[src/include/rename_defines.svh]
// rename stage sizing: architectural registers, physical tags, rob depth, hardwired register
`ifndef RENAME_DEFINES_SVH
`define RENAME_DEFINES_SVH

// architectural register file seen by software
`define NUM_ARCH_REGS 32

// physical tag space
// the first NUM_ARCH_REGS tags are mapped at reset, the rest start out free
`define NUM_PHYS_TAGS 64

// reorder buffer slots, one map checkpoint per slot
`define NUM_ROB 16

// never renamed, always reads as its own tag and ready
`define ZERO_REG 31

`endif
[src/hw/rename_pkg.sv]
// rename stage types for register numbers, physical tags and reorder-buffer slots
`include "rename_defines.svh"

package rename_pkg;

  // architectural register number, 5 bits
  typedef logic [$clog2(`NUM_ARCH_REGS)-1:0] arch_reg_t;

  // physical tag, 6 bits
  typedef logic [$clog2(`NUM_PHYS_TAGS)-1:0] phys_tag_t;

  // rob index, also picks the checkpoint slot
  typedef logic [$clog2(`NUM_ROB)-1:0] rob_idx_t;

endpackage

[src/hw/free_list.sv]
// free list: circular queue of unmapped physical tags with per-rob-slot head checkpoints
`timescale 1ns/100ps
`include "rename_defines.svh"

module free_list (
  input  logic                  clock,
  input  logic                  reset,
  input  logic                  pop,           // dispatch takes head_tag
  input  logic                  checkpoint,    // save post-pop head
  input  rename_pkg::rob_idx_t  rob_tail_idx,  // slot for the saved head
  input  logic                  retire_en,
  input  rename_pkg::phys_tag_t retire_told,   // old tag freed at retire
  input  logic                  rollback_en,
  input  rename_pkg::rob_idx_t  rollback_idx,
  output rename_pkg::phys_tag_t head_tag,      // next tag handed out
  output logic                  empty
);

  import rename_pkg::*;

  // pointer = slot index plus one wrap bit, so full and empty differ
  typedef logic [$clog2(`NUM_PHYS_TAGS-`NUM_ARCH_REGS):0] fl_ptr_t;

  phys_tag_t free_buf [`NUM_PHYS_TAGS-`NUM_ARCH_REGS];  // oldest free tag at head

  fl_ptr_t head;        // read side, moved by dispatch and rollback
  fl_ptr_t tail;        // write side, moved by retire only
  fl_ptr_t head_next;   // head once this cycle's pop is done
  fl_ptr_t ckpt_head [`NUM_ROB];  // head as it stood after each slot's dispatch

  logic [$bits(fl_ptr_t)-2:0] head_idx;  // slot part of head
  logic [$bits(fl_ptr_t)-2:0] tail_idx;  // slot part of tail

  assign head_idx = head[$bits(fl_ptr_t)-2:0];
  assign tail_idx = tail[$bits(fl_ptr_t)-2:0];

  assign head_next = head + fl_ptr_t'(pop);

  assign head_tag = free_buf[head_idx];  // valid whenever not empty
  assign empty    = (head == tail);      // same slot, same wrap

  // pointer update
  always_ff @(posedge clock) begin
    if (reset) begin
      head <= '0;
      // queue starts full: tail one lap ahead of head
      tail <= fl_ptr_t'(`NUM_PHYS_TAGS - `NUM_ARCH_REGS);
    end else begin
      if (rollback_en) begin
        // moving head back re-frees the squashed tags
        head <= ckpt_head[rollback_idx];
      end else begin
        head <= head_next;
      end
      if (retire_en) begin
        tail <= tail + 1'b1;  // retire push goes on during rollback too
      end
    end
  end

  // tag storage
  always_ff @(posedge clock) begin
    if (reset) begin
      // tags above the reset mapping, in ascending order
      for (int i = 0; i < `NUM_PHYS_TAGS - `NUM_ARCH_REGS; i++) begin
        free_buf[i] <= phys_tag_t'(`NUM_ARCH_REGS + i);
      end
    end else if (retire_en) begin
      free_buf[tail_idx] <= retire_told;  // freed tag joins at the back
    end
  end

  // head checkpoints
  // squashed tags still sit between the saved head and the live head,
  // retire cannot reach them while they are in flight
  always_ff @(posedge clock) begin
    if (checkpoint) begin
      ckpt_head[rob_tail_idx] <= head_next;
    end
  end

endmodule

[config.mk]
export PLATFORM = sky130hd
export DESIGN_NAME = free_list
export DESIGN_NICKNAME = d
export VERILOG_FILES = /design/src/hw/rename_pkg.sv /design/src/hw/free_list.sv
export VERILOG_INCLUDE_DIRS = /design/src /design/src/include
export SDC_FILE = /design/constraint.sdc
export NUM_CORES = 1
export LEC_CHECK = 0
export BUFFER_PORTS_ARGS = -buffer_cell sky130_fd_sc_hd__buf_2
export CORE_MARGIN = 10
export CORE_UTILIZATION = 63
export DETAILED_ROUTE_END_ITERATION = 10
export PLACE_DENSITY = 0.9
export SLEW_MARGIN = 5
export SYNTH_ARGS = -nofsm -noshare
export SYNTH_HDL_FRONTEND = slang
export SYNTH_SLANG_ARGS = --single-unit
[constraint.sdc]
create_clock -name clock -period 2.3 [get_ports clock]
set_clock_uncertainty 0.1 [all_clocks]
set_input_delay 0.23 -clock clock [delete_from_list [all_inputs] [get_ports clock]]
set_output_delay 0.23 -clock clock [all_outputs]
set_load 0.02 [all_outputs]
==> metrics.txt <==
status=finished with violations; failing checks=setup timing; hpwl dp=20.19 mm; Sink Count=300; Final ANT Viol Nets=0; setup TNS=-2242 ps; max cap viols=0; ant diodes=0; CP Launch Type=flop; Synth warnings=0; maximum clock path buffer count=3; syn nets=about 1000; Leakage=around 5.1 nW; initial antenna violation count=1; Max Fclk=roughly 360 MHz; CTS tree=done; Primary FF master, synth=edfxtp_1; Synth async-reset ratio=0%; Initial Utilization=between 60% and 70%; Total Routing Usage GR=approximately 25%; PD cells=slightly below 800 mW/mm^2; met3 Track Usage GR=4.875%; gr busiest metal=met2; vias in the first global route=9376; site row count=53; Layout area overhead=18.27%; mean post-synth cell area=~14 um^2; die area=between 0.02 and 0.03 mm^2; H-tree depth=1; Tot Pwr=roughly 12 mW; GR Util met2=between 40% and 50%; placer congestion estimate=between 0.8 and 0.9; M1 GR Usage=approximately 28%; synthesized flop and latch total=300; final design utilization=75.83%; Via-to-Cell Ratio=6.870; mapped cell area=between 0.01 and 0.015 mm^2; worst skew pair latency=between 500 and 600 ps; ranking of synthesized cells by area=edfxtp_1 (64%), mux2i_1 (8.9%), or3_1 (3.0%); total CTS buffers=30; global route overflow=0; post-synthesis cell count=993; RSZ-0062 raised after global routing=true; clock slew at reported path FFs=roughly 60 ps; 1st-iter DRT viols=between 1000 and 1500; I/O Pins=27; NumNets Final=about 1100; layout cell share with drive strength beyond 1=23.89%; Worst slew margin=around half; I/O Buffers=26; die height=~170 um; Clock Root Buffer=clkbuf_16; worst-path maximum fanout=9; Hold Vio Cnt, Final=0; number of synthesized flops with an enable pin=about 290; Synth cell types=42; Worst Tran Pin Value=~760 ps; WP data required=approximately 2000 ps; Final Cycle Share=120.7%; CP Capture Type=primary output; HP Class=in2reg; Final Setup Violations=6; Max VDD drop=a little under 0.0007 V; final wirelength=roughly 37 mm; critical path class=reg2out; core area=0.02102 mm^2; Yosys top cell by area=edfxtp_1; first-pass GRT wire length=~54 mm; pin count of the biggest net entering global routing=37; TritonRoute pass-1 iters=6; die width=around 170 um; Seq/Total Area, Yosys=65.94%; vias post-DR=9336; Slew Limit Fails=0; WL/cell=between 20 and 30 um; Worst Slack Setup Final=-476.6 ps; CP arrival=~2500 ps; top cell type's share of synthesized area=~64%; DRC=0; Tmin final=roughly 2800 ps
## cell usage after synthesis (all sizes together) (3+ instances only)
cell    number
edfxtp     288
mux2i      120
nand2       70
or3         65
nor2        61
clkbuf      54
nor3        49
a22oi       42
and2        34
or2         33
nand3       26
buf         25
mux4        14
dfxtp       12
nor2b       12
a21oi        8
a31oi        8
nand2b       7
xnor2        7
xor2         7
ha           6
o21ai        6
and3         5
inv          5
nand3b       5
nand4        4
or3b         3
## where the power goes
group	switching, mW	internal, mW	total (mW)
registers	0.0598	6.11	6.17
logic	0.891	0.622	1.51
clock network	2.03	2.58	4.60
## routing by layer
layer / vias up / wire (um)
met4: 2 / 2462
met1: 4435 / 11770
met5: - / 11
li1: 3869 / -
met2: 822 / 18860
met3: 208 / 4295
## cells in the final DEF (no fill, tap or decap), types with 4 or more instances in the layout
master / instances
or3_1: 65
a21oi_1: 6
and3_4: 5
xor2_1: 7
clkbuf_1: 12
buf_4: 62
buf_12: 11
ha_1: 6
mux4_2: 14
clkbuf_16: 31
nand3_2: 7
or2_2: 33
a22oi_2: 11
nor2b_1: 11
nand2b_1: 7
a31oi_4: 5
nand2_1: 70
edfxtp_1: 288
a22oi_1: 31
dlygate4sd3_1: 6
nor3_1: 48
xnor2_1: 7
nand3_1: 19
nand3b_1: 5
clkinv_1: 4
buf_2: 19
nor2_1: 60
and2_1: 33
buf_6: 12
mux2i_2: 12
dfxtp_1: 8
mux2i_1: 97
inv_1: 5
o21ai_0: 6
nand4_1: 4
mux2i_4: 11
## sequential cells by signal, summed over array words and instances (netlist names)
name       count
ckpt_head     96
free_buf     192
head           6
tail           6
## logic make-up after synthesis
family | after synthesis | synth area share, %
AND/OR/NAND/NOR | 375 | 14.39
buffers and inverters | 84 | 2.599
XOR/XNOR | 14 | 0.9097
adder cells (fa/ha/maj) | 6 | 0.5569
AO/OA/AOI/OAI | 79 | 4.186
multiplexers | 135 | 11.42
flip-flops | 300 | 65.94
## worst paths after layout
kind	end	from	depth (start not counted)	slack [ps]
worst max-delay path	head_tag[5]	head[4]	8	-480
worst min-delay path	head[0]	rollback_idx[2]	3	50
worst max register to register	free_buf[19][5]	tail[4]	4	110
worst min register to register	tail[1]	tail[1]	3	560
## stage by stage
stage          setup WS [ps]  hold WS [ps]  instances  cell area (um^2)
6_report              -476.6         47.18       1359             15940
5_1_grt               -506.7         66.69       1359             15940
4_1_cts               -436.0         29.27       1352             15640
3_5_place_dp          -21.58         426.0       1277             14180
3_3_place_gp           14.11         417.6       1277             14180
2_1_floorplan          175.4         277.6        993             13480
## final cells by class
class	count	area, um^2
Clock inverter	9	78.83
Sequential cell	300	8901
Inverter	5	18.77
Fill cell	1078	5080
Clock buffer	44	823.3
Multi-Input combinational cell	609	4629
Timing Repair Buffer	117	1146
Tap cell	275	344.1
## worst max-delay path, stage by stage, from the launching register on
cell and delay, ps:
dfxtp_4 450, nor2b_1 240, buf_4 200, buf_4 130
a22oi_1 80, nand3_1 150, o21ai_0 170, mux2_4 330
buf_6 140
## repair_timing
item / in CTS / in global routing
hold buffers: 6 / 0
cloned: 3 / 1
setup buffers: 14 / 6
endpoints found under the hold margin: 6 / 0
pin swaps: 12 / 17
setup endpoints to repair: 7 / 7
resized for setup: 71 / 43
Power figures use the tool's default switching activity.
