**src/include/rename_defines.svh**
```systemverilog
// rename stage sizing: architectural registers, physical tags, rob depth, hardwired register
`ifndef RENAME_DEFINES_SVH
`define RENAME_DEFINES_SVH

// architectural register file seen by software
`define NUM_ARCH_REGS 32

// physical tag space
// the first NUM_ARCH_REGS tags are mapped at reset, the rest start out free
`define NUM_PHYS_TAGS 64

// reorder buffer slots, one map checkpoint per slot
`define NUM_ROB 16

// never renamed, always reads as its own tag and ready
`define ZERO_REG 31

`endif
```
**src/hw/rename_pkg.sv**
```systemverilog
// rename stage types for register numbers, physical tags and reorder-buffer slots
`include "rename_defines.svh"

package rename_pkg;

  // architectural register number, 5 bits
  typedef logic [$clog2(`NUM_ARCH_REGS)-1:0] arch_reg_t;

  // physical tag, 6 bits
  typedef logic [$clog2(`NUM_PHYS_TAGS)-1:0] phys_tag_t;

  // rob index, also picks the checkpoint slot
  typedef logic [$clog2(`NUM_ROB)-1:0] rob_idx_t;

endpackage

```
**src/hw/map_entry.sv**
```systemverilog
// map entry: live tag and ready bit of one architectural register plus its rob-slot checkpoints
`timescale 1ns/100ps
`include "rename_defines.svh"

module map_entry (
  input  logic                  clock,
  input  logic                  reset,
  input  rename_pkg::phys_tag_t init_tag,     // reset mapping, tied per entry
  input  logic                  write,        // this register is the destination
  input  rename_pkg::phys_tag_t new_tag,      // free-list head
  input  logic                  checkpoint,
  input  rename_pkg::rob_idx_t  rob_tail_idx,
  input  logic                  cdb_en,
  input  rename_pkg::phys_tag_t cdb_tag,
  input  logic                  rollback_en,
  input  rename_pkg::rob_idx_t  rollback_idx,
  output rename_pkg::phys_tag_t tag,
  output logic                  ready
);

  import rename_pkg::*;

  phys_tag_t ckpt_tag   [`NUM_ROB];  // saved mapping per rob slot
  logic      ckpt_ready [`NUM_ROB];

  phys_tag_t next_tag;    // mapping after this cycle's dispatch and wake-up
  logic      next_ready;
  logic      cdb_hit;     // live tag completes now

  assign cdb_hit = cdb_en && (tag == cdb_tag);

  always_comb begin
    next_tag   = tag;
    next_ready = ready || cdb_hit;
    if (write) begin
      next_tag   = new_tag;  // renamed, producer not done yet
      next_ready = 1'b0;
    end
  end

  // live mapping
  always_ff @(posedge clock) begin
    if (reset) begin
      tag   <= init_tag;  // identity map, all values present
      ready <= 1'b1;
    end else if (rollback_en) begin
      tag   <= ckpt_tag[rollback_idx];  // restore beats dispatch and wake-up
      ready <= ckpt_ready[rollback_idx];
    end else begin
      tag   <= next_tag;
      ready <= next_ready;
    end
  end

  // checkpoint slots
  always_ff @(posedge clock) begin
    for (int s = 0; s < `NUM_ROB; s++) begin
      if (checkpoint && (rob_tail_idx == rob_idx_t'(s))) begin
        ckpt_tag[s]   <= next_tag;  // post-dispatch state
        ckpt_ready[s] <= next_ready;
      end else if (cdb_en && (ckpt_tag[s] == cdb_tag)) begin
        ckpt_ready[s] <= 1'b1;  // completion seen by saved copies too
      end
    end
  end

endmodule

```
**config.mk**
```make
export PLATFORM = sky130hd
export DESIGN_NAME = map_entry
export DESIGN_NICKNAME = d
export VERILOG_FILES = /design/src/hw/rename_pkg.sv /design/src/hw/map_entry.sv
export VERILOG_INCLUDE_DIRS = /design/src /design/src/include
export SDC_FILE = /design/constraint.sdc
export NUM_CORES = 1
export LEC_CHECK = 0
export ABC_AREA = 1
export BUFFER_PORTS_ARGS = -buffer_cell sky130_fd_sc_hd__buf_2
export CAP_MARGIN = 15
export CORE_UTILIZATION = 55
export DETAILED_ROUTE_END_ITERATION = 8
export PLACE_DENSITY = 0.82
export SLEW_MARGIN = 20
export SYNTH_ARGS = -nofsm -noshare
export SYNTH_HDL_FRONTEND = slang
export SYNTH_SLANG_ARGS = --single-unit
```
**constraint.sdc**
```tcl
create_clock -name clock -period 4 [get_ports clock]
set_clock_uncertainty 0.05 [all_clocks]
set_input_delay 0.8 -clock clock [delete_from_list [all_inputs] [get_ports clock]]
set_output_delay 0.8 -clock clock [all_outputs]
set_load 0.02 [all_outputs]
```
==> results.sh <==
export IMPL_outcome="finished clean"
export IMPL_hold_path_depth=2
export IMPL_vias=6330
export IMPL_track_usage_pct=33.06
export IMPL_cts_resized=0
export IMPL_seq_area_frac_synth_pct=50.36
export IMPL_core_area_sq_um=12160
export IMPL_antenna_found_initial=1
export IMPL_drcViolationCount=0
export IMPL_synth_compound_area_share_pct=7.395
export IMPL_path_delay_family="buffers and inverters"
export IMPL_numClockSinks=119
export IMPL_die_area_sq_um=13070
export IMPL_dieWidth_um=114.3
export IMPL_wl_um=20500
export IMPL_hold_end="ckpt_ready[8]"
export IMPL_hold_start="ckpt_ready[8]"
export IMPL_wl_per_cell_um=19.27
export IMPL_reg2reg_depth=7
export IMPL_synthMuxAreaShare_pct=0
export IMPL_wl_met3_um=2948
export IMPL_place_hpwl_um=12580
export IMPL_cp_slowest_cell="inv_1"
export IMPL_drv_cap=0
export IMPL_synth_ff_latch_count=119
export IMPL_synth_top_family_by_area="simple AND/OR/NAND/NOR gates"
export IMPL_worstHoldPathType="flip-flop to flip-flop"
export IMPL_fin_crit_sh_pct=60.98
export IMPL_root_buffer="clkbuf_16"
export IMPL_routedLengthMet1_um=7385
export IMPL_report_final_hold_viol_count=0
export IMPL_leakage_nw=3.402
export IMPL_path_max_fanout=23
export IMPL_fillCellCount=972
export IMPL_reg2reg_to="tag[5]"
export IMPL_io_pins=39
export IMPL_fin_setup_tns_ps=0
export IMPL_std_cell_rows=40
export IMPL_multi_input_area_sq_um=2596
export IMPL_slew_viol_final=0
export IMPL_port_buffers=38
export IMPL_routed_top_layer="met4"
export IMPL_drive_above_1_share_pct=10.04
export IMPL_post_route_min_period_ps=2439
export IMPL_place_congestion=0.9852
export IMPL_cp_slowest_stage_delay_ps=670
export IMPL_finalNetCount=915
export IMPL_setup_viol=0
export IMPL_ff2ff_setup_slack_ps=2140
export IMPL_grt_max_degree=66
export IMPL_tritoncts="done"
export IMPL_diodes=0
export IMPL_hold_buffers=0
export IMPL_yosys_cell_types_count=32
export IMPL_syn_area_per_cell_sq_um=8.057
export IMPL_cts_buffers_inserted=17
export IMPL_grt_pass1_wl_um=31750
export IMPL_synth_xor_area_share_pct=2.020
export IMPL_path_cells="buf_2 > inv_1 > nand2_1 > nand2_1 > inv_1 > nand2_1 > nor2_1 > nand2_1 > nand2_2 > nand2_4 > o21ai_0"
export IMPL_path_depth=11
export IMPL_die_h_um=114.3
export IMPL_startpoint="cdb_tag[3]"
export IMPL_final_util_pct=62.84
export IMPL_grt_overflow_total=0
export IMPL_ys_warn_count=0
export IMPL_max_freq_mhz=410.0
export IMPL_first_pass_iters=7
export IMPL_cpMostUsedCell="nand2_1"
export IMPL_r2r_start="tag[5]"
export IMPL_postCtsSetupRepairBufs=0
export IMPL_drt_iter0_drc=1025
export IMPL_slew_headroom_pct=26.77
export IMPL_synth_nets=893
export IMPL_synth_adder_area_share_pct=0
export IMPL_worst_pin_slew_ps=1092
export IMPL_cellPowerDensity_nw_per_um2=429.7
export IMPL_synthCells=861
export IMPL_critical_path_endpoint_type="flip-flop"
export IMPL_critPathLaunchType="input port"
export IMPL_initial_core_util_pct=57.04
export IMPL_rsz0062_at_grt="false"
export IMPL_crit_buf_inv=3
export IMPL_syn_area_sq_um=6937
export IMPL_syn_to_final_growth_pct=10.17
export IMPL_ff_latch_area_sq_um=3493
export IMPL_required_ps=4100
export IMPL_path_clk_slew_ps=60
export IMPL_dpl_cell_area_sq_um=7069
export IMPL_antenna_left=0
export IMPL_design_area_sq_um=7642
export IMPL_htreeDepth=4
export IMPL_critical_path_class="input port to flip-flop"
export IMPL_grt_pass1_vias=6206
export IMPL_clk_latency_ps=430
export IMPL_synthSimpleGateAreaFrac_pct=28.01
export IMPL_hold_ws_ps=438.3
export IMPL_peakVddDrop_uv=303.1
export IMPL_clockBufferDepth=2
export IMPL_cp_arrival_ps=2530
export IMPL_wl_met2_um=9099
export IMPL_power_mw=3.284
export IMPL_vias_per_cell=5.949
==> state kept, by name, summed over array words and instances (netlist names) <==
name / flops
ckpt_tag: 96
ready: 1
ckpt_ready: 16
tag: 6
==> per-layer routing <==
layer / GRT usage (%) / vias to the layer above
li1: - / 2873
met1: 41.16 / 2827
met2: 50.71 / 514
met3: 10.16 / 116
met4: 19.91 / 0
met5: 0 / -
==> cell usage in the layout, fill, tap and decap left out, types with 2 or more instances in the layout <==
| master | count |
|---|---|
| a211oi_1 | 3 |
| a21oi_1 | 3 |
| buf_2 | 38 |
| buf_4 | 7 |
| clkbuf_16 | 17 |
| clkinv_2 | 2 |
| clkinv_4 | 6 |
| clkinvlp_4 | 2 |
| dfxtp_1 | 8 |
| edfxtp_1 | 111 |
| inv_1 | 131 |
| inv_2 | 2 |
| inv_6 | 4 |
| inv_8 | 2 |
| nand2_1 | 260 |
| nand3_1 | 116 |
| nand4_1 | 2 |
| nor2_1 | 51 |
| nor3_1 | 14 |
| nor4_1 | 8 |
| o2111ai_1 | 4 |
| o211ai_1 | 6 |
| o21ai_0 | 38 |
| o21ai_1 | 5 |
| o22ai_1 | 26 |
| or2_2 | 5 |
| xor2_1 | 16 |
==> worst reg2reg max path: stages (launching register included) <==
cell	delay, ps
dfxtp_1	370
inv_1	70
o21ai_1	710
buf_4	340
o21ai_0	100
inv_1	60
nand2_1	60
nand2_1	50
==> Yosys cell counts <==
library cell	n	share of area [%]
nand2_1	260	14
inv_1	132	7.1
nand3_1	116	8.4
edfxtp_1	111	48
nor2_1	51	2.8
o21ai_0	43	3.1
o22ai_1	26	2.3
xor2_1	16	2.0
nor3_1	14	1.0
buf_2	12	0.87
buf_6	12	1.9
buf_4	11	1.2
dfxtp_1	8	2.3
nor4_1	8	0.72
o211ai_1	6	0.65
clkbuf_1	5	0.27
or2_2	5	0.45
o2111ai_1	4	0.50
a211oi_1	3	0.32
a21oi_1	3	0.22
inv_2	2	0.11
inv_6	2	0.25
nand4_1	2	0.18
and3_1	1	0.090
buf_1	1	0.054
buf_12	1	0.29
inv_4	1	0.090
nand2_2	1	0.090
nand2_4	1	0.16
nand3b_1	1	0.11
o21ai_2	1	0.13
o221ai_1	1	0.13
==> worst max path at each step <==
stage,to
final,ckpt_ready[9]
after global routing,tag[5]
after CTS,ckpt_ready[9]
after detailed placement,ckpt_ready[10]
after global placement,ckpt_ready[9]
after floorplan,tag[1]
==> power breakdown <==
part,total [mW],internal [mW],switching [mW]
Combinational,0.373,0.100,0.273
Sequential,1.42,1.40,0.0150
Clock,1.49,0.867,0.624
==> cell families after synthesis <==
family | count (synthesis)
AOI/OAI and AO/OA | 87
xor gates and xnor gates | 16
buffers and inverters | 179
DFF | 119
and+or+nand+nor | 460
==> final cells by class <==
class	instances	share of cell area, %
multi-input cells	563	33.97
inverters	137	6.893
clock buffers	17	5.566
flip-flops and latches	119	45.71
repair buffers	45	3.176
clock inverters	15	1.932
well taps	168	2.750
==> stage by stage <==
stage / std cells / setup WS (ps)
floorplan: 861 / 1883
global placement: 1032 / 1345
detailed placement: 1032 / 1258
CTS: 1064 / 1658
global route: 1064 / 1491
finish: 1064 / 1561
No activity file was read; power rests on OpenSTA's default activity.
