`config.mk`:
```
export PLATFORM = sky130hd
export DESIGN_NAME = dispatch_decoder
export DESIGN_NICKNAME = d
export VERILOG_FILES = /design/src/hw/rename_pkg.sv /design/src/hw/dispatch_decoder.sv
export VERILOG_INCLUDE_DIRS = /design/src /design/src/include
export SDC_FILE = /design/constraint.sdc
export NUM_CORES = 1
export LEC_CHECK = 0
export BUFFER_PORTS_ARGS = -buffer_cell sky130_fd_sc_hd__buf_2
export CAP_MARGIN = 40
export CORE_AREA = 2 2 39 41
export DETAILED_ROUTE_END_ITERATION = 8
export DIE_AREA = 0 0 41 43
export MAX_ROUTING_LAYER = met4
export PLACE_DENSITY_LB_ADDON = 0.15
export SLEW_MARGIN = 20
export SYNTH_ARGS = -nofsm -noshare
export SYNTH_HDL_FRONTEND = slang
export SYNTH_SLANG_ARGS = --single-unit
```
`constraint.sdc`:
```
create_clock -name vclk -period 2
set_input_delay 0.4 -clock vclk [all_inputs]
set_output_delay 0.4 -clock vclk [all_outputs]
set_load 0.1 [all_outputs]
```
`src/include/rename_defines.svh`:
```
// rename stage sizing: architectural registers, physical tags, rob depth, hardwired register
`ifndef RENAME_DEFINES_SVH
`define RENAME_DEFINES_SVH

// architectural register file seen by software
`define NUM_ARCH_REGS 32

// physical tag space
// the first NUM_ARCH_REGS tags are mapped at reset, the rest start out free
`define NUM_PHYS_TAGS 64

// reorder buffer slots, one map checkpoint per slot
`define NUM_ROB 16

// never renamed, always reads as its own tag and ready
`define ZERO_REG 31

`endif
```
`src/hw/rename_pkg.sv`:
```
// rename stage types for register numbers, physical tags and reorder-buffer slots
`include "rename_defines.svh"

package rename_pkg;

  // architectural register number, 5 bits
  typedef logic [$clog2(`NUM_ARCH_REGS)-1:0] arch_reg_t;

  // physical tag, 6 bits
  typedef logic [$clog2(`NUM_PHYS_TAGS)-1:0] phys_tag_t;

  // rob index, also picks the checkpoint slot
  typedef logic [$clog2(`NUM_ROB)-1:0] rob_idx_t;

endpackage

```
`src/hw/dispatch_decoder.sv`:
```
// dispatch decoder: accepts a dispatch and turns the destination into one-hot entry strobes
`timescale 1ns/100ps
`include "rename_defines.svh"

module dispatch_decoder (
  input  logic                       dispatch_en,  // decoder wants to rename
  input  rename_pkg::arch_reg_t      reg_dest,
  input  logic                       empty,        // no free tag left
  input  logic                       rollback_en,
  output logic                       dispatch_ok,  // back-pressure level
  output logic                       pop,          // take head tag from free list
  output logic [`NUM_ARCH_REGS-1:0]  write_sel,    // one-hot, to map entries
  output logic                       checkpoint    // snapshot map and free-list head
);

  logic accept;     // dispatch actually taken this cycle
  logic renamable;  // destination gets a fresh tag

  // only a non-empty free list lets the front end go
  assign dispatch_ok = !empty;

  // rollback steals the cycle, dispatch dropped
  assign accept = dispatch_en && dispatch_ok && !rollback_en;

  // the hardwired register keeps its tag
  assign renamable = (reg_dest != `ZERO_REG);

  assign pop = accept && renamable;

  // every accepted dispatch owns a rob slot, so it checkpoints
  // even when nothing gets renamed
  assign checkpoint = accept;

  // destination decode
  always_comb begin
    write_sel = '0;
    if (pop) begin
      write_sel[reg_dest] = 1'b1;  // single entry takes the new tag
    end
  end

endmodule

```
==> results by stage, run 1 <==
Outcome:
- The tool reported: "[ERROR DPL-0038] Utilization greater than 100%, impossible to legalize".
- It got as far as detailed placement (3_5_place_dp) and failed there.
- The flow did not finish.

Synth:
- Ranked by total cell area, the synthesized netlist is headed by sky130_fd_sc_hd__nor3_1, sky130_fd_sc_hd__nor3_2, sky130_fd_sc_hd__buf_6.
- The Yosys step of the flow raised 0 warnings.
- sky130_fd_sc_hd__nor3_1 takes more of the synthesized area than any other cell.
- The register area share after synthesis is 0.
- The mapped cell area is 374 µm².
- The share of synthesized area in the top cell type comes to 0.308.
- After synthesis, the mean cell area works out to 6.68 µm².
- Counting every net in the synthesized netlist gives 64.
- The cell count after synthesis is 56.
- The number of distinct library cells after synthesis is 17.

Die:
- Row generation in the floorplan step produced 14 rows.
- Pin placement for this block handled 43 I/O pins.
- The die width is 41 µm.
- The overall die height is 43 µm.
- The initial core utilization is 0.270.

Placed design:
- The final estimated routing congestion in global placement is 0.662.
- Port buffering added 42 buffers.
-- cells by family after synthesis --
kind of cell           after synthesis  synth area share
AO/OA/AOI/OAI                        1            0.0268
AND/OR/NAND/NOR                     44             0.766
other                                1            0.0100
buffers and inverters               10             0.197
-- cell usage after synthesis --
cell type                   n
sky130_fd_sc_hd__buf_2      2
sky130_fd_sc_hd__buf_4      1
sky130_fd_sc_hd__buf_6      4
sky130_fd_sc_hd__clkbuf_1   1
sky130_fd_sc_hd__conb_1     1
sky130_fd_sc_hd__inv_1      2
sky130_fd_sc_hd__nand2_1    1
sky130_fd_sc_hd__nand2b_1   2
sky130_fd_sc_hd__nand3_1    1
sky130_fd_sc_hd__nand3b_1   3
sky130_fd_sc_hd__nor3_1    23
sky130_fd_sc_hd__nor3_2     8
sky130_fd_sc_hd__o21ba_2    1
sky130_fd_sc_hd__or2_2      1
sky130_fd_sc_hd__or3_1      1
sky130_fd_sc_hd__or3b_1     1
sky130_fd_sc_hd__or3b_2     3
-- metrics by stage --
| step | hold slack, ps | instances | setup WS [ps] | instance area, µm² | setup TNS [ps] |
|---|---|---|---|---|---|
| floorplan | 1110 | 56 | -277 | 712 | -7520 |
| global placement | 1190 | 119 | 37.2 | 1470 | 0 |
==> inputs of run 2 (changes only) <==
Settings changed: CORE_AREA 2 2 39 41 to 2 2 63 65, DIE_AREA 0 0 41 43 to 0 0 65 67, MAX_ROUTING_LAYER met4 to default.
==> results by stage, run 2 <==
Outcome:
- The run finished with clean final reports.

Routing:
- The pre-antenna-repair detailed-routing pass consisted of 4 iterations.
- The final wirelength is 1.83 mm.
- The number of vias per cell after detailed routing is 3.97.
- The DRC violation total after the first TritonRoute iteration is 7.
- The post-detailed-route count of antenna-violating nets is 0.
- The total vias in the final route is 603.
- For this run, design rule violations remaining after detail routing come to 0.
- The average detailed-routed wire length per instance is 12.0 µm.

Timing:
- The max-slew violation count is 0.
- Setup total negative slack on the finished layout was measured at 0 ps.
- The number of failing hold endpoints at the final stage is 0.
- Setup violations remaining at the end of the flow were counted as 0.
- The highest clock frequency the design can meet is 510 MHz.
- The post-route worst hold slack is 1200 ps.
- Setup repair after global routing left no endpoint under its margin.
- The clock period could shrink to 1960 ps.
- The share of the cycle needed by the critical path after routing is 0.981.

Power and ir drop:
- For this design the ratio of total power to cell area is 120 mW/mm².
- The switching part of the total is 0.695.
- For this design the total switching power over the nets is 0.000128 W.
- The peak supply drop is 0.0471 mV.
- Of the total power, combinational logic draws 1.000.
- The clock power share is 0.
- The total power is 0.000184 W.
- The cell-internal power is 0.0000561 W.
- The leakage power summed over all cells is 0.750 nW.
- The share of total power dissipated in sequential elements is 0.

Worst hold path:
- The worst hold path begins at empty.
- The tightest min-delay check is of the in -> out type.

Worst setup path:
- Data on the critical path arrives at its endpoint at 1560 ps.
- In this design, the largest share of critical-path delay is due to simple AND/OR/NAND/NOR gates.
- The slowest stage cell on the critical path is sky130_fd_sc_hd__or3_4.
- Together, buffers and inverters on the worst path number 3.
- The critical path is of the in -> out type.
- The required arrival time at the worst endpoint is 1600 ps.
- The endpoint class of the critical path is an output pin.
- The stage delay of the slowest cell on the critical path is 450 ps.
- The first element of the critical path is reg_dest[2].
- The element type at the critical path start is an input port.
- In this run the worst path has a maximum fanout of 5.
- The critical path goes through buf_2, buf_4, or3_4, nor3_4, buf_12.

Global routing:
- The first-pass GRT wire length is 2.97 mm.
- The via count of the first global-routing pass is 598.
- The total overflow left after global routing is 0.
- The maximum number of pins on one net before global-route repair is 16.
- The aggregate global-route resource usage is 0.0867.
- The number of antenna violations at the first check in global routing is 0.

Synth:
- After synthesis, the largest family of logic cells by area is simple AND/OR/NAND/NOR gates.
- The net count after synthesis was 64 (unchanged).
- The cell count after synthesis is 56 (unchanged).
- The synthesized-area fraction occupied by adder cells was 0 (unchanged).
- Ranked by total cell area, the synthesized netlist is headed by sky130_fd_sc_hd__nor3_1, sky130_fd_sc_hd__nor3_2, sky130_fd_sc_hd__buf_6.
- The Yosys warning count is 0 (unchanged).
- The synthesized area per cell was 6.68 µm² (unchanged).
- Ranked by instance count, the synthesized netlist is headed by sky130_fd_sc_hd__nor3_1, sky130_fd_sc_hd__nor3_2, sky130_fd_sc_hd__buf_6, sky130_fd_sc_hd__nand3b_1, sky130_fd_sc_hd__or3b_2.
- The portion of synthesized cell area occupied by the leading cell type is 0.308 (unchanged).
- The number of distinct library cells after synthesis is 17 (unchanged).
- The cell with the most instances after synthesis is sky130_fd_sc_hd__nor3_1.
- The mapped cell area is 374 µm² (unchanged).
- The simple-gate area share of the yosys netlist is 0.766 (unchanged).
- The fraction of the mapped netlist area in compound gates is 0.0268 (unchanged).
- The post-synthesis xor/xnor area fraction is 0 (unchanged).
- The multiplexer share of the synthesized area came to 0 (unchanged).
- The leading area contributor after synthesis is sky130_fd_sc_hd__nor3_1.
- The register area share after synthesis is 0 (unchanged).

Run:
- The max-cap check violation count is 0.

Layout:
- Summing all non-filler instances in the final layout gives an area of 0.00153 mm².
- Of the cells placed in the final design, the portion with a size suffix greater than 1 is 0.904.
- The most frequent standard cell in the layout excluding fill and tap cells is sky130_fd_sc_hd__buf_12.
- The clock buffer count is 0.
- 0 antenna diodes ended up in the layout.
- Compared with the post-synthesis result, the final layout area differs by 309%.
- The area used by sequential logic in the layout is 0 µm².
- The design has 0 sequential cells.
- The top cell types in the final layout, fill and taps aside, are sky130_fd_sc_hd__buf_12, sky130_fd_sc_hd__nor3_4, sky130_fd_sc_hd__buf_4.
- The net count of the finished layout is 114.

Die:
- The total area inside the core boundary comes to 0.00361 mm².
- The die width is 65 µm (+59%).
- The total I/O pin count is 43 (unchanged).
- The overall die height is 67 µm (+56%).
- The die covers 0.00436 mm².
- The initial core utilization is 0.104 (-0.167).
- The number of core rows is 22 (+8).

Placed design:
- The total placed instance area is 0.00152 mm².
- The final estimated routing congestion in global placement is 0.667 (+0.68%).
- The number of buffer cells added on primary ports is 42 (unchanged).
- The detailed placer's ending HPWL is 1.62 mm.

Clock tree:
- The number of hold buffers added after CTS was 0.
- In this run the post-CTS setup repair buffer count came out at 0.
-- run 2: cell counts after synthesis --
No cell type changed its count.
-- run 2: final timing paths --
check / to / slack, ps / depth (start not counted)
worst max-delay path: write_sel[2] / 40 / 5
worst min-delay path: dispatch_ok / 1200 / 3
-- run 2: power groups by stage --
stage / combinational [W] / clock [W] / sequential, W
floorplan: 0.000132 / 0 / 0
finish: 0.000184 / 0 / 0
detailed placement: 0.000183 / 0 / 0
global route: 0.000194 / 0 / 0
CTS: 0.000184 / 0 / 0
global placement: 0.000182 / 0 / 0
-- run 2: cells by family after synthesis --
group / count (synthesis)
simple gates: 44
compound gates: 1
buf+inv: 10
other cells: 1
-- run 2: metrics by stage --
stage / cells / util / setup slack [ps]
after global routing: 152 / 0.425 / 1.23
after floorplan: 56 / - / -277
final: 152 / 0.425 / 38.9
after global placement: 152 / 0.422 / 11.4
after CTS: 152 / 0.422 / 7.01
after detailed placement: 152 / 0.422 / -3.58
-- run 2: area by class of cell --
| cell class | count | area, µm² |
|---|---|---|
| fill | 344 | 2070 |
| inverter | 2 | 7.51 |
| multi-input combinational | 46 | 624 |
| tap | 48 | 60.1 |
| timing repair buffer | 56 | 840 |
-- run 2: routing by layer --
metal / part of all wire / track usage
met3: 0.058 / 0.00507
met4: 0 / 0
met1: 0.38 / 0.118
met5: 0 / 0
met2: 0.56 / 0.160
-- run 2: repair_timing --
action / 4_1_cts / 5_1_grt
pin swaps: 0 / 2
resized for setup: 1 / 3
endpoints found under the setup margin: 1 / 12
(Power assumes the default switching activity.)
