<file path="src/include/rename_defines.svh">
// rename stage sizing: architectural registers, physical tags, rob depth, hardwired register
`ifndef RENAME_DEFINES_SVH
`define RENAME_DEFINES_SVH

// architectural register file seen by software
`define NUM_ARCH_REGS 32

// physical tag space
// the first NUM_ARCH_REGS tags are mapped at reset, the rest start out free
`define NUM_PHYS_TAGS 64

// reorder buffer slots, one map checkpoint per slot
`define NUM_ROB 16

// never renamed, always reads as its own tag and ready
`define ZERO_REG 31

`endif
</file>
<file path="src/hw/rename_pkg.sv">
// rename stage types for register numbers, physical tags and reorder-buffer slots
`include "rename_defines.svh"

package rename_pkg;

  // architectural register number, 5 bits
  typedef logic [$clog2(`NUM_ARCH_REGS)-1:0] arch_reg_t;

  // physical tag, 6 bits
  typedef logic [$clog2(`NUM_PHYS_TAGS)-1:0] phys_tag_t;

  // rob index, also picks the checkpoint slot
  typedef logic [$clog2(`NUM_ROB)-1:0] rob_idx_t;

endpackage

</file>
<file path="src/hw/operand_lookup.sv">
// operand lookup: reads source and old destination mappings with same-cycle cdb forwarding
`timescale 1ns/100ps
`include "rename_defines.svh"

module operand_lookup (
  input  rename_pkg::phys_tag_t [`NUM_ARCH_REGS-1:0] entry_tag,    // live tags, by register
  input  logic                  [`NUM_ARCH_REGS-1:0] entry_ready,
  input  rename_pkg::arch_reg_t                      reg_a,
  input  rename_pkg::arch_reg_t                      reg_b,
  input  rename_pkg::arch_reg_t                      reg_dest,
  input  logic                                       cdb_en,
  input  rename_pkg::phys_tag_t                      cdb_tag,
  output rename_pkg::phys_tag_t                      t1,
  output logic                                       t1_ready,
  output rename_pkg::phys_tag_t                      t2,
  output logic                                       t2_ready,
  output rename_pkg::phys_tag_t                      t_old   // goes to the rob, freed at retire
);

  import rename_pkg::*;

  // stored ready, or the producer is on the cdb right now
  function automatic logic woken(input phys_tag_t src_tag, input logic src_ready,
                                 input logic bcast_en, input phys_tag_t bcast_tag);
    return src_ready || (bcast_en && (src_tag == bcast_tag));
  endfunction

  assign t1    = entry_tag[reg_a];
  assign t2    = entry_tag[reg_b];
  assign t_old = entry_tag[reg_dest];  // mapping before this dispatch lands

  // forwarding keeps the rs from missing a wake-up in the dispatch cycle
  always_comb begin
    t1_ready = woken(t1, entry_ready[reg_a], cdb_en, cdb_tag);
    t2_ready = woken(t2, entry_ready[reg_b], cdb_en, cdb_tag);
  end

endmodule

</file>
<file path="config.mk">
export PLATFORM = sky130hd
export DESIGN_NAME = operand_lookup
export DESIGN_NICKNAME = d
export VERILOG_FILES = /design/src/hw/rename_pkg.sv /design/src/hw/operand_lookup.sv
export VERILOG_INCLUDE_DIRS = /design/src /design/src/include
export SDC_FILE = /design/constraint.sdc
export NUM_CORES = 1
export LEC_CHECK = 0
export ABC_AREA = 0
export ABC_CLOCK_PERIOD_IN_PS = 5500
export BUFFER_PORTS_ARGS = -buffer_cell sky130_fd_sc_hd__buf_2
export CORE_ASPECT_RATIO = 1.1
export CORE_UTILIZATION = 50
export DETAILED_ROUTE_END_ITERATION = 16
export GPL_ROUTABILITY_DRIVEN = 0
export PLACE_DENSITY = 0.95
export SETUP_SLACK_MARGIN = 0.05
export SKIP_LAST_GASP = 1
export SYNTH_ARGS = -nofsm -noshare
export SYNTH_HDL_FRONTEND = slang
export SYNTH_SLANG_ARGS = --single-unit
</file>
<file path="constraint.sdc">
create_clock -name vclk -period 5.5
set_clock_uncertainty 0.05 [all_clocks]
set_input_delay 1.375 -clock vclk [all_inputs]
set_output_delay 1.375 -clock vclk [all_outputs]
set_load 0.02 [all_outputs]
</file>
==> results.md, run 1 <==
- WHS Path Cells: 4
- PwrDens: 97.6 nW/um^2
- Final setup fails: 0
- DRC: 0
- Post-cts sizing count: 0
- Total gr overflow: 0
- CP max stage delay: 0.47 ns
- Min cycle time layout: roughly 5.2 ns
- HPWL Detailed: 18600 um
- Vias in the first global route: ~6700
- Via count: 6406
- Hold/Removal Path Class: input port to output pin
- Top-count cell post-synth: mux4_2
- NetSw: 0.332 mW
- Initial antenna violation count: 1
- I/O Buffers: roughly 270
- Cell Area, Placed: 6950 um^2
- Core Rows: 39
- Layout clock buffer count: 0
- Logic gate share of total power: 100.0%
- Core ar.: 10500 um^2
- Tightest Pin Transition: 0.589 ns
- Status: finished, final reports clean
- RSZ-0062 raised after global routing: no
- Most instantiated cells after synthesis: 141 x mux4_2, 60 x mux2i_1, 27 x nor2_1
- Final setup TNS: 0 ns
- Post-Synthesis Cells: 454
- Layout cell share with drive strength beyond 1: between 60 and 70%
- Sw frac: 48.9%
- Drt wl/cell: around 28 um
- Routed Antenna Nets: 0
- Final hold vios: 0
- Required time worst endpoint: 4.07 ns
- Die Span X: 102 um
- Worst VDD drop: 0.0000484 V
- Worst-path maximum fanout: 12
- Die height: around 110 um
- Final worst-path cycle share: between 90% and 100%
- Leakage power: 2.94 nW
- Reg area: 0 um^2
- Pint: 0.346 mW
- Slew margin rel.: roughly three fifths
- CTS Hold Bufs: 0
- Post-Syn Area: 5500 um^2
- Final WL: 22900 um
- Hold endpoint: t1_ready
- Setup Fix Bufs, Post-CTS: 0
- Max Fclk: 190 MHz
- First-pass GRT wire length: 35300 um
- Largest net degree at the start of global routing: 49
- Initial core utilization: a little over half
- Nets@finish: 937
- Drt pass-1 iters: 6
- CP dominant cell by count: buf_2
- Post-synth top area cell: mux4_2
- Die area: 11400 um^2
- Startpoint Class: input port
- I/O pin count: 266
- Vias/cell: 7.69
- CP arrival: 3.82 ns
- Total track usage: 40.5%
- Max Cap Viol: 0
- Drt initial violations: 629
- Seq/Total Area, Yosys: 0%
- CP cell instances: buf_2 -> buf_4 -> and2_1 -> a21oi_1 -> a31oi_1 -> nor4b_1 -> o221ai_1 -> o22ai_1 -> buf_2
- Seq cells: 0
- CP max-delay cell: nor4b_1
- Clock power frac: 0%
- Synth Area per Inst: 12.1 um^2
- Area share of the leading cell type in the synthesized netlist: ~58%
- Area grow syn2layout: 26.4%
- Fill count: 827
- Synth unique cells: 57
- Yosys warns: 0
- Worst Setup End Kind: output pin
- Reg power frac: 0%
- WS Path Type: input port to output pin
- Syn nets: 700
- Multi-input gate area: 5180 um^2
- Pins Over Slew Limit: 0
- Hold_sp: cdb_en
- Synth area leaders: mux4_2 58%, mux2i_1 11%, mux4_1 3.3%, a22oi_1 2.5%, buf_2 1.9%
- Final Cell Area: 6950 um^2
-- worst max path at each step --
stage	slack, ns	end	start
after floorplan	0.31	t2_ready	reg_b[1]
after global placement	0.20	t2_ready	reg_b[0]
after detailed placement	0.26	t2_ready	reg_b[0]
after CTS	0.24	t2_ready	reg_b[0]
after global routing	0.08	t1_ready	reg_a[0]
final	0.25	t1_ready	reg_a[0]
-- power groups by stage --
stage | registers, mW | clock network, mW | logic (mW)
floorplan | 0 | 0 | 0.421
global placement | 0 | 0 | 0.632
detailed placement | 0 | 0 | 0.661
CTS | 0 | 0 | 0.663
global route | 0 | 0 | 0.709
finish | 0 | 0.0000000243 | 0.679
-- area by class of cell --
class | count | area share, %
multi-input cells | 393 | 74.5
repair buffers | 290 | 22.6
well taps | 143 | 2.57
inverters | 6 | 0.324
diodes | 1 | 0.0360
-- layer usage --
layer  up-vias  wire [um]  GRT usage, %
met5         -          0             0
met4         0       1560          21.7
met3       167       3100          9.60
met2       738      11200          67.8
met1      2998       7100          47.5
li1       2503          -             -
-- placed cells by master, fill, tap and decap left out, types with 2 or more instances in the layout --
master     netlist  layout
a21oi_1          7       7
nand3_1          9       9
a311oi_1         2       2
buf_12           2       4
a31oi_1          5       5
mux4_1           7       7
o211ai_1         6       6
a221oi_1         5       5
nand4_1          4       4
buf_2           21     263
nor2b_1         10      10
xnor2_1          7       7
a22o_1           3       3
o21ai_0          4       4
xor2_1           2       2
nor3_1           2       2
nand2b_1         5       5
nor2_1          27      27
buf_4            7      23
a22oi_1         18      18
a2111oi_0        2       2
o21ai_1          4       4
nand2_1         19      19
and3_1           5       5
and2_1           2       2
mux2_2           8       8
mux2i_1         60      60
a211o_1          2       2
a22oi_2          2       2
o22ai_1          2       2
mux4_2         141     141
a32oi_1          2       2
o41a_1           2       2
inv_1            5       5
-- kinds of logic after synthesis --
group	Yosys count	synth area share (%)
AO/OA/AOI/OAI	77	10.7
XOR/XNOR	9	1.43
buffers and inverters	61	5.85
multiplexers	216	73.7
AND/OR/NAND/NOR	91	8.38
-- stage by stage --
| stage | power [mW] | std cells | hold slack, ns | utilization, % | setup slack, ns |
|---|---|---|---|---|---|
| floorplan | 0.421 | 454 | 2.90 | - | 0.313 |
| global placement | 0.632 | 832 | 3.18 | 65.9 | 0.205 |
| detailed placement | 0.661 | 832 | 3.18 | 65.9 | 0.261 |
| CTS | 0.663 | 832 | 3.18 | 65.9 | 0.235 |
| global route | 0.709 | 832 | 3.19 | 65.9 | 0.0770 |
| finish | 0.679 | 833 | 3.16 | 65.9 | 0.250 |
-- critical path: cells and delay by family --
family,cells,cell delay (ns)
simple gates,2,0.89
compound gates,4,0.77
buf+inv,3,0.78
No activity file was read; power rests on OpenSTA's default activity.
==> run 2: changes to the inputs <==
- REMOVE_ABC_BUFFERS: default -> 1
- SETUP_SLACK_MARGIN: 0.05 -> 0.5
==> run 2 against run 1 <==
Critical path depth fell by 1. Combinational power rose by 4.9%. Die area did not move. Via count fell by 0.31%. First-iteration DRC count rose by 25%. Utilization rose by 3.2 points. Non-clock buffer count rose by 11. Critical path type unchanged. Critical endpoint is now t2_ready. Largest cell class unchanged. Largest power group unchanged. Highest routed layer unchanged.
==> results.md, run 2 (synthesis results as in run 1) <==
- Tightest Pin Transition: between 0.6 and 0.7 ns
- Via count: 6386
- Core ar.: 10500 um^2
- Die Span X: 102 um
- DRC: 0
- RSZ-0062 raised after global routing: yes
- Pwr Total: 0.712 mW
- Final hold vios: 0
- Total gr overflow: 0
- Final worst-path cycle share: between 90 and 100%
- CP max-delay cell: a2111oi_0
- Hold endpoint: t2_ready
- Crit path buffers/inverters: 3
- Drt pass-1 iters: 8
- Final setup fails: 0
- Startpoint Class: input port
- Total track usage: 40.3%
- Drt wl/cell: 27.3 um
- Reg area: 0 um^2
- First-pass GRT wire length: 34700 um
- Required time worst endpoint: 4.07 ns
- Antenna diode count: 0
- CTS Hold Bufs: 0
- Initial core utilization: 52.2%
- Final WL: about 23000 um
- Drt initial violations: 787
- CP cell instances: buf_2 -> inv_1 -> a2111oi_0 -> o41a_1 -> and3b_1 -> o2111ai_2 -> o41ai_2 -> buf_4
- Most common cell after layout, fill and taps aside: buf_2
- WHS Path Cells: 4
- CP max stage delay: 0.58 ns
- Hold slack: 3.14 ns
- WS Path Type: input port to output pin
- Largest net degree at the start of global routing: between 40 and 50
- Min cycle time layout: between 5 and 6 ns
- Most frequent cells in the layout: 257 x buf_2, 141 x mux4_2, 60 x mux2i_1
- Max Fclk: between 150 and 200 MHz
- Layout clock buffer count: 0
- Max Cap Viol: 0
- Hold_sp: cdb_en
- Die area: ~11000 um^2
- Die height: around 110 um
- Seq cells: 0
- Core Rows: 39
- HPWL Detailed: 17800 um
- Area grow syn2layout: 32.5%
- Worst VDD drop: about 0.000073 V
- Final setup TNS: 0 ns
- Routed Antenna Nets: 0
- Utilization after layout: 69.1%
- I/O Buffers: approximately 270
- Layout cell share with drive strength beyond 1: approximately two thirds
- Delay-heaviest family, CP: compound AO/OA/AOI/OAI gates
- Vias/cell: 7.58
- Worst-path maximum fanout: 14
- I/O pin count: approximately 270
- Vias in the first global route: about 6700
- Nets@finish: roughly 950
- Status: finished, final reports clean
- Initial antenna violation count: 0
- Slew margin rel.: 57.8%
- PwrDens: about 100 nW/um^2
- Hold/Removal Path Class: input port to output pin
- Pins Over Slew Limit: 0
- CP arrival: 3.65 ns
- Leakage power: 3.08 nW
- Worst Setup End Kind: output pin
-- run 2: worst max-delay path by stage --
stage	start	end	slack (ns)	cells past startpoint
after detailed placement	reg_b[0]	t2_ready	0.26	10
after global placement	reg_b[0]	t2_ready	0.31	10
after floorplan	reg_b[0]	t2_ready	0.66	7
after global routing	reg_b[3]	t2_ready	0.31	8
after CTS	reg_b[0]	t2_ready	0.48	10
final	reg_b[3]	t2_ready	0.43	8
-- run 2: repair_timing --
item                                    4_1_cts  5_1_grt
cloned                                        4        0
endpoints found under the setup margin        2        2
pin swaps                                     3        4
setup buffers                                 4        3
resized for setup                            14       20
-- run 2: metal layers --
metal	wire length, um	track usage, %	vias up	share of wire (%)
li1	-	-	2521	-
met1	7110	48.6	3020	31
met2	11500	68.0	703	50
met3	3140	6.78	142	14
met4	1290	21.9	0	5.6
met5	0	0	-	0
-- run 2: area by class of cell --
class / instances / area [um^2]
fillers: 789 / 3260
inverters: 6 / 22.5
multi-input cells: 393 / 5270
well taps: 143 / 179
repair buffers: 301 / 1810
-- run 2: power by group --
part | switching, mW | internal [mW] | leakage [nW] | total [mW]
Sequential | 0 | 0 | 0 | 0
Combinational | 0.341 | 0.371 | 3.08 | 0.712
Clock | 0 | 0 | 0 | 0
Total | 0.341 | 0.371 | 3.08 | 0.712
-- run 2: through the flow --
step,setup slack (ns),std cells,instance area (um^2)
final,0.427,843,7280
after global routing,0.312,843,7280
after CTS,0.476,840,7170
after detailed placement,0.262,832,6960
after global placement,0.315,832,6960
after floorplan,0.665,399,5200
==> run 3: changes to the inputs <==
- ABC_CLOCK_PERIOD_IN_PS: 5500 -> 4190
- CORE_UTILIZATION: 50 -> 45
- PLACE_DENSITY: 0.95 -> 0.78
- clock period: 5.5 -> 4.19 ns (I/O delays scaled with it)
==> run 3 against run 2 <==
The run now ends with negative setup slack left. Critical path depth is 2 higher. Sequential share of layout area unchanged. Utilization increased by 4.8 points. Via count is 5.9% higher. Worst hold slack worse by 0.69 ns. Critical path type unchanged. Highest routed layer unchanged.
==> results.md, run 3 (synthesis results as in run 1) <==
- Worst Setup End Kind: output pin
- Nets@finish: 1050
- Reg area: 0 um^2
- Largest net degree at the start of global routing: 49
- I/O Buffers: between 200 and 300
- Cell Area, Placed: 7560 um^2
- Most common cell after layout, fill and taps aside: buf_2
- Die area: between 10000 and 15000 um^2
- Initial core utilization: a little under half
- Startpoint Class: input port
- Worst VDD drop: 0.000118 V
- Die Span X: 107 um
- Via count: 6762
- Core ar.: 11700 um^2
- Initial antenna violation count: 0
- Required time worst endpoint: approximately 3.1 ns
- Layout cell share with drive strength beyond 1: between 70 and 80%
- Final WL: around 26000 um
- I/O pin count: 266
- Antenna diode count: 0
- Max Cap Viol: 0
- Slew margin rel.: 61.3%
- HPWL Detailed: 19200 um
- CP arrival: 3.23 ns
- PwrDens: 134 nW/um^2
- WS Path Type: input port to output pin
- Drt pass-1 iters: 5
- Routed Antenna Nets: 0
- Max Fclk: 231 MHz
- Tightest Pin Transition: 0.580 ns
- Layout clock buffer count: 0
- Final setup fails: 2
- Status: finished, violations left
- Area grow syn2layout: 57.2%
- Total gr overflow: 0
- Pins Over Slew Limit: 0
- Leakage power: 3.81 nW
- Most frequent cells in the layout: 244 x buf_2, 141 x mux4_2, 99 x buf_4
- RSZ-0062 raised after global routing: yes
- First-pass GRT wire length: 39300 um
- Seq cells: 0
- Final Cell Area: 8640 um^2
- Vias/cell: 7.10
- Drt wl/cell: approximately 27 um
- Drt initial violations: 714
- Vias in the first global route: roughly 7400
- Min cycle time layout: 4.33 ns
- Place WS: -0.308 ns
- Hold/Removal Path Class: input port to output pin
- Final setup margin: -0.137 ns
- Core Rows: 41
- Failing checks: negative setup slack
- Final hold vios: 0
- DRC: 0
- Utilization after layout: 73.9%
- Final worst-path cycle share: 103%
- Hold slack: 2.45 ns
- Die height: 118 um
- CTS Hold Bufs: 0
- Total track usage: 40.3%
- Worst-path maximum fanout: 7
## run 3: per-stage QoR
step / setup TNS, ns / power, mW / cells
finish: -0.195 / 1.16 / 952
global placement: -0.449 / 0.916 / 909
detailed placement: -0.467 / 0.945 / 909
global route: -0.320 / 1.21 / 952
floorplan: 0 / 0.465 / 399
CTS: -0.145 / 1.10 / 943
## run 3: final timing paths
kind	startpoint	end	slack (ns)	depth (start not counted)
worst max-delay path	reg_b[0]	t2_ready	-0.14	10
worst min-delay path	cdb_en	t2_ready	2.45	4
## run 3: critical path: stages
cell and delay [ns]:
buf_12 0.11, buf_12 0.14, mux4_2 0.51, or2_4 0.28, a21oi_2 0.12, a21oi_1 0.05, o31a_1 0.27, xor2_1 0.17
o41ai_2 0.32, buf_4 0.20
## run 3: where the power goes
group          total [mW]  internal [mW]  leakage (nW)  switching (mW)
logic                1.16          0.651          3.81           0.511
registers               0              0             0               0
clock network           0              0             0               0
## run 3: layout make-up
type,count,area (um^2)
Fill cell,803,3050
Multi-Input combinational cell,393,5410
Timing Repair Buffer,403,3020
Inverter,6,22.5
Tap cell,150,188
## run 3: routing by layer
metal	wire, um	track usage, %	part of all wire (%)
met1	8630	47.8	33
met2	12700	68.9	49
met3	2890	6.70	11
met4	1650	21.8	6.4
met5	0	0	0
## run 3: what timing repair did
action                     in CTS  in global routing
buffers inserted               24                  9
cloned                         10                  0
resized for setup             108                 27
pin swaps                      22                 13
setup endpoints to repair      20                 20
